===== src/common/textPkg.sv =====
// Text-mode video package with the layout defaults, glyph codes and pipeline structs
package textPkg;

	// Default text layout for a 640x480 screen
	parameter int defTextCols = 78;
	parameter int defTextRows = 9;
	parameter int defLastRowCols = 33;
	parameter int defXOrigin = 16;
	parameter int defRowPitch = 16;

	// Glyph cell is square
	parameter int glyphSize = 8;

	parameter int coordW = 10;
	parameter int cellAddrW = 10;

	// Codes past glyphBlank also render blank
	typedef enum logic [7:0] {
		glyphA = 8'd0, glyphB = 8'd1, glyphC = 8'd2, glyphD = 8'd3,
		glyphE = 8'd4, glyphF = 8'd5, glyphG = 8'd6, glyphH = 8'd7,
		glyphI = 8'd8, glyphJ = 8'd9, glyphK = 8'd10, glyphL = 8'd11,
		glyphM = 8'd12, glyphN = 8'd13, glyphO = 8'd14, glyphP = 8'd15,
		glyphQ = 8'd16, glyphR = 8'd17, glyphS = 8'd18, glyphT = 8'd19,
		glyphU = 8'd20, glyphV = 8'd21, glyphW = 8'd22, glyphX = 8'd23,
		glyphY = 8'd24, glyphZ = 8'd25,
		glyphBlank = 8'd26
	} glyphCode_t;

	// Host write strobe
	typedef struct packed {
		logic en;
		logic [cellAddrW-1:0] addr;
		glyphCode_t code;
	} charWrite_t;

	// Travels next to the memory read
	typedef struct packed {
		logic inText;
		logic [2:0] glyphRow;
		logic [2:0] glyphCol;
	} pixelTag_t;

endpackage


===== src/verilog/textCellMap.sv =====
// Maps a pixel coordinate onto a text cell address and a position inside its glyph
module textCellMap #(
	parameter int textCols = 78,
	parameter int textRows = 9,
	parameter int lastRowCols = 33,
	parameter int xOrigin = 16,
	parameter int rowPitch = 16
) (
	input logic clk,
	input logic rstN,
	input logic [textPkg::coordW-1:0] x,
	input logic [textPkg::coordW-1:0] y,
	output logic [textPkg::cellAddrW-1:0] cellAddr,
	output textPkg::pixelTag_t tag
);

	localparam int coordW = textPkg::coordW;
	localparam int idxW = 2 * coordW;

	logic [coordW-1:0] xRel;
	logic [coordW-1:0] col;
	logic [coordW-1:0] row;
	logic [coordW-1:0] yOff;
	logic [idxW-1:0] cellIdx;
	logic colOk;
	logic inText;

	assign xRel = x - coordW'(xOrigin);
	assign col = coordW'(xRel / textPkg::glyphSize);
	assign row = coordW'(y / rowPitch);
	assign yOff = coordW'(y % rowPitch);

	// Last text row is shorter
	assign colOk = (row == coordW'(textRows - 1)) ? (col < lastRowCols) : (col < textCols);
	assign inText = (x >= xOrigin) && (yOff < textPkg::glyphSize) && (row < textRows) && colOk;

	assign cellIdx = idxW'(row * textCols + col);

	always_ff @(posedge clk or negedge rstN) begin
		if (!rstN) begin
			cellAddr <= '0;
			tag <= '0;
		end else begin
			// Park the read on cell 0 outside text
			cellAddr <= inText ? cellIdx[textPkg::cellAddrW-1:0] : '0;
			tag.inText <= inText;
			tag.glyphRow <= yOff[2:0];
			tag.glyphCol <= xRel[2:0];
		end
	end

endmodule


===== config.mk =====
export PLATFORM = sky130hd
export DESIGN_NAME = textCellMap
export DESIGN_NICKNAME = d
export VERILOG_FILES = /design/src/common/textPkg.sv /design/src/verilog/textCellMap.sv
export SDC_FILE = /design/constraint.sdc
export NUM_CORES = 1
export LEC_CHECK = 0
export BUFFER_PORTS_ARGS = -buffer_cell sky130_fd_sc_hd__buf_2
export CAP_MARGIN = 0
export CELL_PAD_IN_SITES_DETAIL_PLACEMENT = 1
export CELL_PAD_IN_SITES_GLOBAL_PLACEMENT = 2
export CORE_MARGIN = 4
export CORE_UTILIZATION = 35
export CTS_CLUSTER_DIAMETER = 40
export CTS_CLUSTER_SIZE = 10
export DETAILED_ROUTE_END_ITERATION = 12
export PLACE_DENSITY = 0.89
export RECOVER_POWER = 25
export SYNTH_ARGS = -nofsm -noshare
export SYNTH_HDL_FRONTEND = slang
export SYNTH_SLANG_ARGS = --single-unit

===== constraint.sdc =====
create_clock -name clk -period 0.8 [get_ports clk]
set_input_delay 0.12 -clock clk [delete_from_list [all_inputs] [get_ports clk]]
set_output_delay 0.12 -clock clk [all_outputs]
set_load 0.05 [all_outputs]

# After elaboration in Yosys (flattened, before gate mapping)
# Cells that the tools add are included.
[classes] n_addsub=2 mux=2 reduce_logical=3 mul=1 n_eq_ne=1 magnitude_cmp=5
[op_table] cell="adder 10 x 7 -> 10 bit" n=1
[op_table] cell=">= comparator 10 x 5 -> 1 bit (second input constant)" n=1
[op_table] cell="two-way mux 10 bit" n=1
[op_table] cell="subtractor 10 x 5 -> 10 bit (second input constant)" n=1
[op_table] cell="multiplier 6 x 6 -> 9 bit (second input constant)" n=1
[op_table] cell="less-than comparator 7 x 6 -> 1 bit (second input constant)" n=1
[op_table] cell="less-than comparator 7 bit (second input constant)" n=1
[op_table] cell="== test 6 x 4 -> 1 bit (second input constant)" n=1
[op_table] cell="less-than comparator 6 x 4 -> 1 bit (second input constant)" n=1
[op_table] cell="less-than comparator 4 bit (second input constant)" n=1
[op_table] cell="logical AND 1 bit" n=3
[op_table] cell="two-way mux 1 bit" n=1
[word_totals] ff_bits=17 word_cells=18

# Depth between registers and ports, before layout
[depth] word_depth=5 mapped_depth=12

# Worst setup path after synthesis
# No wires, ideal clock.
[synth_path] kind="input port to flip-flop" startpoint="in y[7] (netlist name)" endpoint="reg cellAddr[9] (netlist name)" path_stages=12 slack_ns=-2.346 path_buffers=0 required_time_ns=0.716 arrival_ns=3.062 setup_ns=0.084 path_cell_list="inv_1 fa_1 inv_1 ha_1 ha_1 ha_1 xor2_1 ha_1 nand4b_1 a211oi_1 nand4_1 a41oi_2"
[synth_between] elab_chain_len=4 elab_cells_between_ends=8
[synth_lines] item="start, declared" line_no="textCellMap.sv:12" text="input logic [textPkg::coordW-1:0] y,"
[synth_lines] item="parallel branches: the longest is 3 deep, another holds adder 10 x 7 -> 10 bit"
[synth_lines] item="two-way mux 10 bit *" line_no="textCellMap.sv:45" text="cellAddr <= inText ? cellIdx[textPkg::cellAddrW-1:0] : '0;"
[synth_lines] item="end signal, assigned" line_no="textCellMap.sv:45"
[synth_lines] item="end, declared" line_no="textCellMap.sv:13" text="output logic [textPkg::cellAddrW-1:0] cellAddr,"
# Mark *: on every way between the ends.

# Worst setup path in the final report
[layout_path] startpoint="in y[5] (netlist name)" endpoint="reg cellAddr[9] (netlist name)"
# The elaborated chain is that of the path after synthesis.

==> metrics.md <==
| Metric | Value |
|---|---|
| Count of antenna diodes in the layout | `0` |
| Net load switching power | `2.14 mW` |
| Sequential cell area fraction in the yosys report | `26.8%` |
| Count of vias placed by the detailed router | `1559` |
| Input/output buffers | `38` |
| Yosys warnings | `0` |
| Violations in the final reports | `setup timing` |
| Worst endpoint required time | `960 ps` |
| Post-layout minimum cycle time | `2910 ps` |
| HPWL Detailed | `3.97 mm` |
| Net count after synthesis | `218` |
| Most area-consuming cells after synthesis | `sky130_fd_sc_hd__dfrtp_1, sky130_fd_sc_hd__ha_1, sky130_fd_sc_hd__fa_1` |
| P&R area growth vs syn | `80.6%` |
| Detailed router's first-iteration violation count | `32` |
| Final weighted congestion in routability-driven placement | `0.833` |
| Setup repair after global routing missed its margin | `true` |
| EDFF count, synth | `0` |
| Number of antenna violations at the first check in global routing | `0` |
| Ratio of total power to cell area | `1910 nW/µm²` |
| Cell with the most instances after synthesis | `sky130_fd_sc_hd__inv_1` |
| Placed Cells incl. Taps | `289` |
| Remaining global-route overflow | `0` |
| Total Negative Setup Slacks | `-16100 ps` |
| Combinational cell fraction of total power | `71.9%` |
| # IOs | `39` |
| CTS tree | `done` |
| Startpoint-to-endpoint class of the critical path | `primary input to flop` |
| Flops & latches, synth | `17` |
| Final nets | `321` |
| Post-route core utilization | `65.5%` |
| Worst-case setup margin in the final layout | `-2110 ps` |
| DR WL/cell | `17.4 µm` |
| Final-report max-slew violation count | `0` |
| Starting utilization of the core area | `36.3%` |
| Status | `complete, but fails checks` |
| Placeable Area | `4380 µm²` |
| Switching power share of the total | `39.0%` |
| Biggest area consumer among synthesized cells | `sky130_fd_sc_hd__dfrtp_1` |
| Static Leakage | `1.36 nW` |
| Largest vdd supply drop | `694 µV` |
| Overall die width | `75.4 µm` |
| Final clock period utilization by the worst path | `364%` |
| Post-Route WL | `5.43 mm` |
| Summed instance area of the synthesized netlist | `1590 µm²` |
| Worst slew slack as a fraction of its limit | `72.3%` |
| Largest driver fanout on the critical path | `5` |
| Arrival time at the worst endpoint | `3070 ps` |
| Num rows | `24` |
| Hold path startpoint | `x[2]` |
| Hold Path Stages | `1` |
| Number of failing hold endpoints at the final stage | `0` |
| Sink count of the clock tree | `17` |
| Overall Global Routing Usage | `18.9%` |
| Type of element launching the critical path | `primary input` |
| Fmax | `343 MHz` |
| Area share of the largest cell type after synthesis | `26.8%` |
| End of the worst hold path | `tag[2]` |
| Number of distinct standard cells referenced by the synthesized netlist | `34` |
| Least-Margin Pin Slew | `414 ps` |
| Share of synthesized registers carrying an async set or reset | `100%` |
| FILL cells | `465` |
| Ys flop type | `sky130_fd_sc_hd__dfrtp_1` |
| Number of remaining DRC errors | `0` |
| Worst slack at placement | `-2410 ps` |
| Worst hold margin | `22.5 ps` |
| Number of instances in the synthesized netlist | `158` |
| Final instance area | `2870 µm²` |
| First-pass GRT wire length | `8.20 mm` |
| Detail Route Antenna Nets | `0` |
| Critical Path End Type | `flop` |
| Max clock buf depth | `2` |
| Endpoints failing setup | `28` |
| Cell-internal power | `3.35 mW` |
| Class of the most critical hold timing path | `primary input to flop` |
| Die Ht | `75.4 µm` |
| Relative contribution of sequential cells to total power | `16.9%` |
| Number of global-route vias before repair | `1760` |
| Clock tree root buffer cell | `sky130_fd_sc_hd__clkbuf_8` |
| Die footprint | `5690 µm²` |
| Average cell area after synthesis | `10.1 µm²` |
| Maximum number of pins on one net before global-route repair | `18` |
| Fraction of final layout cells sized beyond drive strength 1 | `56.5%` |
| Proportion of power drawn by the clock network | `11.1%` |
| First-pass iteration count of the detailed router | `4` |
| Number of vias per cell | `5.00` |
| Clock-pin slew of the registers on the worst-case setup and hold paths | `60 ps` |
| MaxCap Viol Count | `0` |
| Most frequent cells after synthesis | `sky130_fd_sc_hd__inv_1, sky130_fd_sc_hd__ha_1, sky130_fd_sc_hd__dfrtp_1` |
| Power, Total | `5.49 mW` |
| Placement Cell Area | `2320 µm²` |
| Count of H-tree levels built during CTS | `1` |
| Number of cells in the finished layout apart from fillers | `312` |
| Total CTS buffers | `3` |
## power by group through the flow
stage          Combinational [mW]  Sequential, mW  Clock, mW
2_1_floorplan                1.68            1.10          0
6_report                     3.95           0.928      0.611
5_1_grt                      4.21           0.932      0.665
4_1_cts                      3.53           0.927      0.626
3_5_place_dp                 2.85           0.931          0
3_3_place_gp                 2.70           0.930          0
## sequential cells by signal, summed over array words and instances, names as in the netlist
name / flops
tag: 7
cellAddr: 10
## layer usage
metal / up-vias / track usage, % / wire [µm]
met1: 765 / 19.3 / 1890
met5: - / 0 / 0
li1: 736 / - / -
met2: 46 / 39.6 / 3220
met4: 0 / 5.83 / 116
met3: 12 / 1.45 / 208
## cell usage in the layout, fill, tap and decap left out, drive strengths merged, types with 2 or more instances in the layout
cell type / instances
nor2b: 2
a21o: 4
a21oi: 7
xnor2: 10
dlygate4sd3: 6
clkbuf: 7
fa: 8
o21bai: 2
nor2: 9
buf: 90
nand4: 3
ha: 30
a211oi: 4
nand2: 2
dfrtp: 17
nor3b: 2
clkinvlp: 4
o21ai: 3
nand3: 2
a211o: 4
xor2: 2
a2111oi: 2
inv: 27
nor3: 3
## final cells by class
| class | count | area, µm² | area share, % |
|---|---|---|---|
| Sequential cell | 17 | 425 | 14.8 |
| Inverter | 31 | 131 | 4.57 |
| Multi-Input combinational cell | 109 | 1370 | 47.8 |
| Tap cell | 52 | 65.1 | 2.26 |
| Timing Repair Buffer | 99 | 832 | 29.0 |
| Clock buffer | 4 | 45.0 | 1.57 |
## timing repair
action | in CTS | in global routing
hold endpoints to repair | 22 | 0
pin swaps | 13 | 14
hold buffers | 6 | 0
endpoints found under the setup margin | 28 | 28
resized for setup | 66 | 21
buffers inserted | 7 | 8
## worst max-delay path by stage
stage,from,to,depth (start not counted)
2_1_floorplan,y[7],cellAddr[9],12
3_3_place_gp,y[7],cellAddr[9],13
3_5_place_dp,y[7],cellAddr[9],13
4_1_cts,y[5],cellAddr[9],13
5_1_grt,y[5],cellAddr[9],13
6_report,y[5],cellAddr[9],13
## cell families (layout without fill, tap and decap cells)
kind of cell,count (synthesis),in the layout,synth area share (%)
AO/OA/AOI/OAI,32,32,15.4
flip-flops,17,17,26.8
XOR/XNOR,12,12,6.61
AND/OR/NAND/NOR,27,27,9.52
adder cells (fa/ha/maj),38,38,33.7
buffers and inverters,32,134,8.03
## critical path, cell delays in order
cell and delay [ps]:
sky130_fd_sc_hd__buf_8 80, sky130_fd_sc_hd__clkinvlp_4 110, sky130_fd_sc_hd__fa_1 580, sky130_fd_sc_hd__inv_2 50, sky130_fd_sc_hd__ha_4 270, sky130_fd_sc_hd__ha_4 140, sky130_fd_sc_hd__fa_2 460, sky130_fd_sc_hd__ha_4 320
sky130_fd_sc_hd__a21o_1 160, sky130_fd_sc_hd__a21oi_4 70, sky130_fd_sc_hd__a211oi_4 310, sky130_fd_sc_hd__nand4_1 150, sky130_fd_sc_hd__a41oi_2 240
No activity file was read; power rests on OpenSTA's default activity.
