[config.mk]
export PLATFORM = sky130hd
export DESIGN_NAME = fontRom
export DESIGN_NICKNAME = d
export VERILOG_FILES = /design/src/common/textPkg.sv /design/src/verilog/fontRom.sv
export SDC_FILE = /design/constraint.sdc
export NUM_CORES = 1
export LEC_CHECK = 0
export BUFFER_PORTS_ARGS = -buffer_cell sky130_fd_sc_hd__buf_2
export CAP_MARGIN = 5
export CORE_MARGIN = 2
export CORE_UTILIZATION = 25
export DETAILED_ROUTE_END_ITERATION = 10
export GPL_TIMING_DRIVEN = 0
export PLACE_DENSITY_LB_ADDON = 0.05
export SYNTH_ARGS = -nofsm -noshare
export SYNTH_HDL_FRONTEND = slang
export SYNTH_SLANG_ARGS = --single-unit
[constraint.sdc]
create_clock -name vclk -period 2.9
set_input_delay 0.145 -clock vclk [all_inputs]
set_output_delay 0.145 -clock vclk [all_outputs]
set_load 0.02 [all_outputs]
[src/common/textPkg.sv]
// Text-mode video package with the layout defaults, glyph codes and pipeline structs
package textPkg;

	// Default text layout for a 640x480 screen
	parameter int defTextCols = 78;
	parameter int defTextRows = 9;
	parameter int defLastRowCols = 33;
	parameter int defXOrigin = 16;
	parameter int defRowPitch = 16;

	// Glyph cell is square
	parameter int glyphSize = 8;

	parameter int coordW = 10;
	parameter int cellAddrW = 10;

	// Codes past glyphBlank also render blank
	typedef enum logic [7:0] {
		glyphA = 8'd0, glyphB = 8'd1, glyphC = 8'd2, glyphD = 8'd3,
		glyphE = 8'd4, glyphF = 8'd5, glyphG = 8'd6, glyphH = 8'd7,
		glyphI = 8'd8, glyphJ = 8'd9, glyphK = 8'd10, glyphL = 8'd11,
		glyphM = 8'd12, glyphN = 8'd13, glyphO = 8'd14, glyphP = 8'd15,
		glyphQ = 8'd16, glyphR = 8'd17, glyphS = 8'd18, glyphT = 8'd19,
		glyphU = 8'd20, glyphV = 8'd21, glyphW = 8'd22, glyphX = 8'd23,
		glyphY = 8'd24, glyphZ = 8'd25,
		glyphBlank = 8'd26
	} glyphCode_t;

	// Host write strobe
	typedef struct packed {
		logic en;
		logic [cellAddrW-1:0] addr;
		glyphCode_t code;
	} charWrite_t;

	// Travels next to the memory read
	typedef struct packed {
		logic inText;
		logic [2:0] glyphRow;
		logic [2:0] glyphCol;
	} pixelTag_t;

endpackage

[src/verilog/fontRom.sv]
// Font lookup returning one 8-pixel row of a letter glyph, MSB on the left
module fontRom (
	input textPkg::glyphCode_t code,
	input logic [2:0] row,
	output logic [7:0] bits
);

	// Row 0 sits at index 0
	logic [0:7][7:0] glyph;

	always_comb begin
		case (code)
			textPkg::glyphA: glyph = {8'h00, 8'h78, 8'h84, 8'h84,
				8'hFC, 8'h84, 8'h84, 8'h84};
			textPkg::glyphB: glyph = {8'h00, 8'hF0, 8'h88, 8'h88,
				8'hF8, 8'h84, 8'h84, 8'hF8};
			textPkg::glyphC: glyph = {8'h00, 8'h7E, 8'h80, 8'h80,
				8'h80, 8'h80, 8'h80, 8'h7E};
			textPkg::glyphD: glyph = {8'h00, 8'hF8, 8'h84, 8'h84,
				8'h84, 8'h84, 8'h84, 8'hF8};
			textPkg::glyphE: glyph = {8'h00, 8'hFE, 8'h80, 8'h80,
				8'hFC, 8'h80, 8'h80, 8'hFE};
			textPkg::glyphF: glyph = {8'h00, 8'hFE, 8'h80, 8'h80,
				8'hFC, 8'h80, 8'h80, 8'h80};
			textPkg::glyphG: glyph = {8'h00, 8'h7E, 8'h80, 8'h80,
				8'h86, 8'h82, 8'h82, 8'h7C};
			textPkg::glyphH: glyph = {8'h00, 8'h82, 8'h82, 8'h82,
				8'hFE, 8'h82, 8'h82, 8'h82};
			textPkg::glyphI: glyph = {8'h00, 8'hFE, 8'h10, 8'h10,
				8'h10, 8'h10, 8'h10, 8'hFE};
			textPkg::glyphJ: glyph = {8'h00, 8'hFE, 8'h08, 8'h08,
				8'h08, 8'h88, 8'h88, 8'h70};
			textPkg::glyphK: glyph = {8'h00, 8'h90, 8'hA0, 8'hC0,
				8'hC0, 8'hA0, 8'h90, 8'h88};
			textPkg::glyphL: glyph = {8'h00, 8'h80, 8'h80, 8'h80,
				8'h80, 8'h80, 8'h80, 8'hFE};
			textPkg::glyphM: glyph = {8'h00, 8'h82, 8'hC6, 8'hAA,
				8'h92, 8'h82, 8'h82, 8'h82};
			textPkg::glyphN: glyph = {8'h00, 8'h82, 8'hC2, 8'hA2,
				8'h92, 8'h8A, 8'h86, 8'h82};
			textPkg::glyphO: glyph = {8'h00, 8'h7C, 8'h82, 8'h82,
				8'h82, 8'h82, 8'h82, 8'h7C};
			textPkg::glyphP: glyph = {8'h00, 8'hFC, 8'h82, 8'h82,
				8'hFC, 8'h80, 8'h80, 8'h80};
			textPkg::glyphQ: glyph = {8'h00, 8'h7E, 8'h82, 8'h82,
				8'h92, 8'h8A, 8'h86, 8'h7E};
			textPkg::glyphR: glyph = {8'h00, 8'hFC, 8'h82, 8'h82,
				8'hFC, 8'h98, 8'h8C, 8'h86};
			textPkg::glyphS: glyph = {8'h00, 8'h7C, 8'h82, 8'h80,
				8'h7C, 8'h02, 8'h82, 8'h7C};
			textPkg::glyphT: glyph = {8'h00, 8'hFE, 8'h10, 8'h10,
				8'h10, 8'h10, 8'h10, 8'h10};
			textPkg::glyphU: glyph = {8'h00, 8'h82, 8'h82, 8'h82,
				8'h82, 8'h82, 8'h82, 8'hFE};
			textPkg::glyphV: glyph = {8'h00, 8'h82, 8'h82, 8'h44,
				8'h44, 8'h28, 8'h28, 8'h10};
			textPkg::glyphW: glyph = {8'h00, 8'h82, 8'h82, 8'h82,
				8'h92, 8'h54, 8'h54, 8'h28};
			textPkg::glyphX: glyph = {8'h00, 8'h82, 8'h44, 8'h28,
				8'h10, 8'h28, 8'h44, 8'h82};
			textPkg::glyphY: glyph = {8'h00, 8'h82, 8'h44, 8'h28,
				8'h10, 8'h20, 8'h40, 8'h80};
			textPkg::glyphZ: glyph = {8'h00, 8'hFE, 8'h04, 8'h08,
				8'h10, 8'h20, 8'h40, 8'hFE};
			textPkg::glyphBlank: glyph = '0;
			// Codes 27 and up
			default: glyph = '0;
		endcase
	end

	assign bits = glyph[row];

endmodule

Yosys cells after proc, flatten, opt, wreduce, memory -nomap -nowiden:

Memory sizes are Yosys's and may differ from the RTL's.
Index checks and enable logic that the tools add are counted.

* ROM bits: 1568
* bits in registers: 0
* memories kept: 1
* output and inout bits: 8
* input bits: 11

Memories
* (no name shown): depth 32, width 49, read ports 1, clocked after Yosys merged registers in 0, write ports 0, line fontRom.sv:12 `case (code)`

* reduce and logical (&&, ||, !) cells: 1
* multiplexer cells: 4
* bitwise logic cells: 1
* magnitude comparators: 1

Operators with widths (number)
* 64-bit 2-to-1 mux: 1
* 8-bit binary-select mux with 3-bit select: 1
* 8-bit 2-to-1 mux: 2
* 4-bit greater-or-equal comparator (second input constant): 1
* 3-bit inverter with 4-bit output: 1
* 3-bit logical NOT: 1

Depth between registers and ports, before layout:

* word-level depth: 5
* mapped depth: 9
* depth with buffers taken out: 7

Least setup slack after synthesis:

Ideal clock, no wire load.

* kind: input-to-output
* start: input code[1]
* end: output bits[5]
* data required time: 2.755 ns
* data arrival time: 1.957 ns
* setup slack: 0.798 ns
* stages: 8
* cell sequence: clkbuf_1 inv_1 ha_1 nor2b_1 a211oi_2 o22ai_1 a311o_1 o2bb2ai_1

* longest elaborated chain between the ends: 5

RTL lines
* start: declaration: line fontRom.sv:3 `input textPkg::glyphCode_t code,`
* memory 32 x 49 bit
* 64-bit 2-to-1 mux: line fontRom.sv:12
* 8-bit binary-select mux with 3-bit select: line fontRom.sv:71 `assign bits = glyph[row];`
* 8-bit 2-to-1 mux (not written as such) (2 in a row): line fontRom.sv:71
* end: declaration: line fontRom.sv:5 `output logic [7:0] bits`

Every way passes these cells. The select of a mux whose other input is x is not followed.

Final worst setup path:

* start: input code[1]
* end: output bits[3]

Same word-level chain as after synthesis.

==> results.py <==
metrics = {
    "route": {
        "drt-wirelength-per-cell_um": 23.6,
        "via_count": 2287,
        "wirelength_um": 8290,
        "dr.pass1.iters": 4,
        "ant_nets": 0,
        "drt_iter0_markers": 310,
        "routed_via_density": 6.52,
        "drc_errors": 0,
    },
    "worst_setup_path": {
        "crit_buf_inv": 4,
        "cp_max_fo": 16,
        "worstSetupPathType": "primary input to output port",
        "endpoint": "bits[3]",
        "cp_top_family": "buffers and inverters",
        "crit_top_cell": "buf_2",
        "critPathSlowestCell": "o21ai_0",
        "cp.depth": 10,
        "startpoint": "code[1]",
        "path_cells": "buf_2 -> inv_1 -> ha_1 -> clkbuf_2 -> nor2b_1 -> o21ai_0 -> a41oi_1 -> nor3_1 -> a21o_1 -> buf_2",
        "crit_required_ps": 2760,
        "crit_path_end_kind": "output port",
        "critPathMaxStageDelay_ps": 400,
        "crit_arrival_ps": 2510,
        "start_kind": "primary input",
    },
    "layout": {
        "n_antenna_cell": 0,
        "sequential_cell_area_um2": 0,
        "n_clock_buffer": 0,
        "instances_no_fill": 351,
        "final_area_um2": 1870,
        "syn_to_final_growth_pct": 10.5,
        "layout_commonest_cell": "buf_2",
        "nFillCells": 771,
        "seq_cell_count": 0,
        "nets": 295,
        "drive_gt1_share_pct": 19.6,
        "most-common-layout-cells": "buf_2, nand2_1, o21ai_0, nor2b_1, nor2_1",
    },
    "synthesis": {
        "avgSynthCellArea_um2": 6.62,
        "synthesis.instances": 256,
        "synth.top_cell.area_share_pct": 8.12,
        "ys.warnings.count": 0,
        "synthesis.nets": 278,
        "seq_area_frac_synth_pct": 0,
        "synth_cell_types": 62,
        "synth_top_cell_by_area": "ha_1",
        "ys_top_cells_by_area": "ha_1, nor2b_1, o21ai_0",
        "netlist_area_um2": 1700,
    },
    "sta": {
        "tightest_slew_ps": 543,
        "min_period_ps": 2650,
        "max-slew-margin-rel_pct": 63.7,
        "finalHoldViolCount": 0,
        "worst_hold_slack_ps": 859,
        "rsz0062_at_grt": "false",
        "finalSetupViolCount": 0,
        "post-route-period-util_pct": 91.4,
        "max_freq_ghz": 0.377,
        "slew_violations": 0,
    },
    "floorplan": {
        "die_w_um": 86.4,
        "num_rows": 30,
        "dieArea_um2": 7460,
        "ios": 19,
        "initial_core_util_pct": 25.4,
        "core_area_um2": 6680,
        "die_h_um": 86.4,
    },
    "placed_design": {
        "io_buffers": 16,
        "dp_hpwl_um": 6210,
        "placedCellCount": 352,
        "routabilityCongestion": 0.969,
        "postPlaceCellArea_um2": 1880,
    },
    "pwr": {
        "irDropWorstVdd_v": 0.0000328,
        "p_leak_nw": 0.709,
        "powerDensity_nw_per_um2": 153,
    },
    "global_routing": {
        "grt_use_total_pct": 22.3,
        "grt_pass1_vias": 2208,
        "grt_remaining_overflow": 0,
        "grt_max_degree": 17,
        "antenna_found_initial": 0,
        "grt_pass1_wl_um": 12900,
    },
    "status": {
        "status": "finished, final reports clean",
    },
    "clock_tree": {
        "post_cts_buffers": 0,
    },
    "flow_run": {
        "maxCapViolations": 0,
    },
    "worst_hold_path": {
        "hold_class": "primary input to output port",
    },
}
==> worst min-delay path by stage <==
| stage | cells past startpoint | from | slack (ps) | end |
|---|---|---|---|---|
| 2_1_floorplan | 3 | row[2] | 580 | bits[1] |
| 3_3_place_gp | 5 | row[2] | 850 | bits[1] |
| 3_5_place_dp | 5 | row[2] | 860 | bits[1] |
| 4_1_cts | 5 | row[2] | 860 | bits[1] |
| 5_1_grt | 5 | code[5] | 880 | bits[2] |
| 6_report | 5 | row[2] | 860 | bits[1] |
==> logic make-up (layout without fill, tap and decap cells) <==
logic type               count (synthesis)  in the layout  share of synthesized area, %
AO/OA/AOI/OAI                          103            103                          43.3
AND/OR/NAND/NOR                         98             98                          32.2
buffers and inverters                   37             52                          12.5
adder cells (fa/ha/maj)                 11             11                          8.12
multiplexers                             6              6                          3.69
other                                    1              1                         0.221
==> synthesized netlist by cell type, types with 3 or more instances <==
master / count
a22oi_1: 3
mux2i_1: 4
o311ai_1: 3
ha_1: 11
o21ai_0: 20
inv_1: 5
nand3_1: 3
buf_2: 16
nand4b_1: 3
o21a_1: 3
nand2b_1: 9
nor3b_1: 4
a211oi_1: 7
nor2_1: 14
nand2_1: 22
nor4_1: 4
nor2b_1: 18
o211ai_1: 5
o2111ai_1: 3
a31oi_1: 6
nor3_1: 8
a21boi_0: 3
o22ai_1: 7
o31ai_1: 5
clkbuf_1: 5
a21oi_1: 13
buf_6: 6
==> through the flow <==
stage | power, mW | setup WS [ps] | setup TNS [ps] | utilization [%]
after floorplan | 0.188 | 798 | 0 | -
after global placement | 0.292 | -338 | -1060 | 28.1
after detailed placement | 0.276 | -154 | -248 | 28.1
after CTS | 0.276 | 346 | 0 | 28.0
after global routing | 0.304 | 192 | 0 | 28.0
final | 0.286 | 249 | 0 | 28.0
==> metal layers <==
layer  share of wire [%]  GRT usage [%]  wire length [µm]
met1                  42           30.9              3460
met2                  44           34.8              3610
met3                 9.0           1.81               746
met4                 5.7           10.7               472
met5                   0              0                 0
==> where the power goes <==
group / internal, mW / total (mW) / switching [mW]
registers: 0 / 0 / 0
clock network: 0 / 0 / 0
logic: 0.0959 / 0.286 / 0.190
==> layout make-up <==
cell class	instances	area (µm²)	share of cell area [%]
inverters	8	30.0	1.60
well taps	80	100	5.34
plain buffers	28	179	9.55
multi-input cells	219	1480	79.2
repair buffers	16	80.1	4.28
==> repair_timing <==
| item | 4_1_cts | 5_1_grt |
|---|---|---|
| endpoints found under the setup margin | 3 | 0 |
| resized for setup | 1 | 0 |
| hold buffers | 0 | 0 |
No activity file was read; power rests on OpenSTA's default activity.
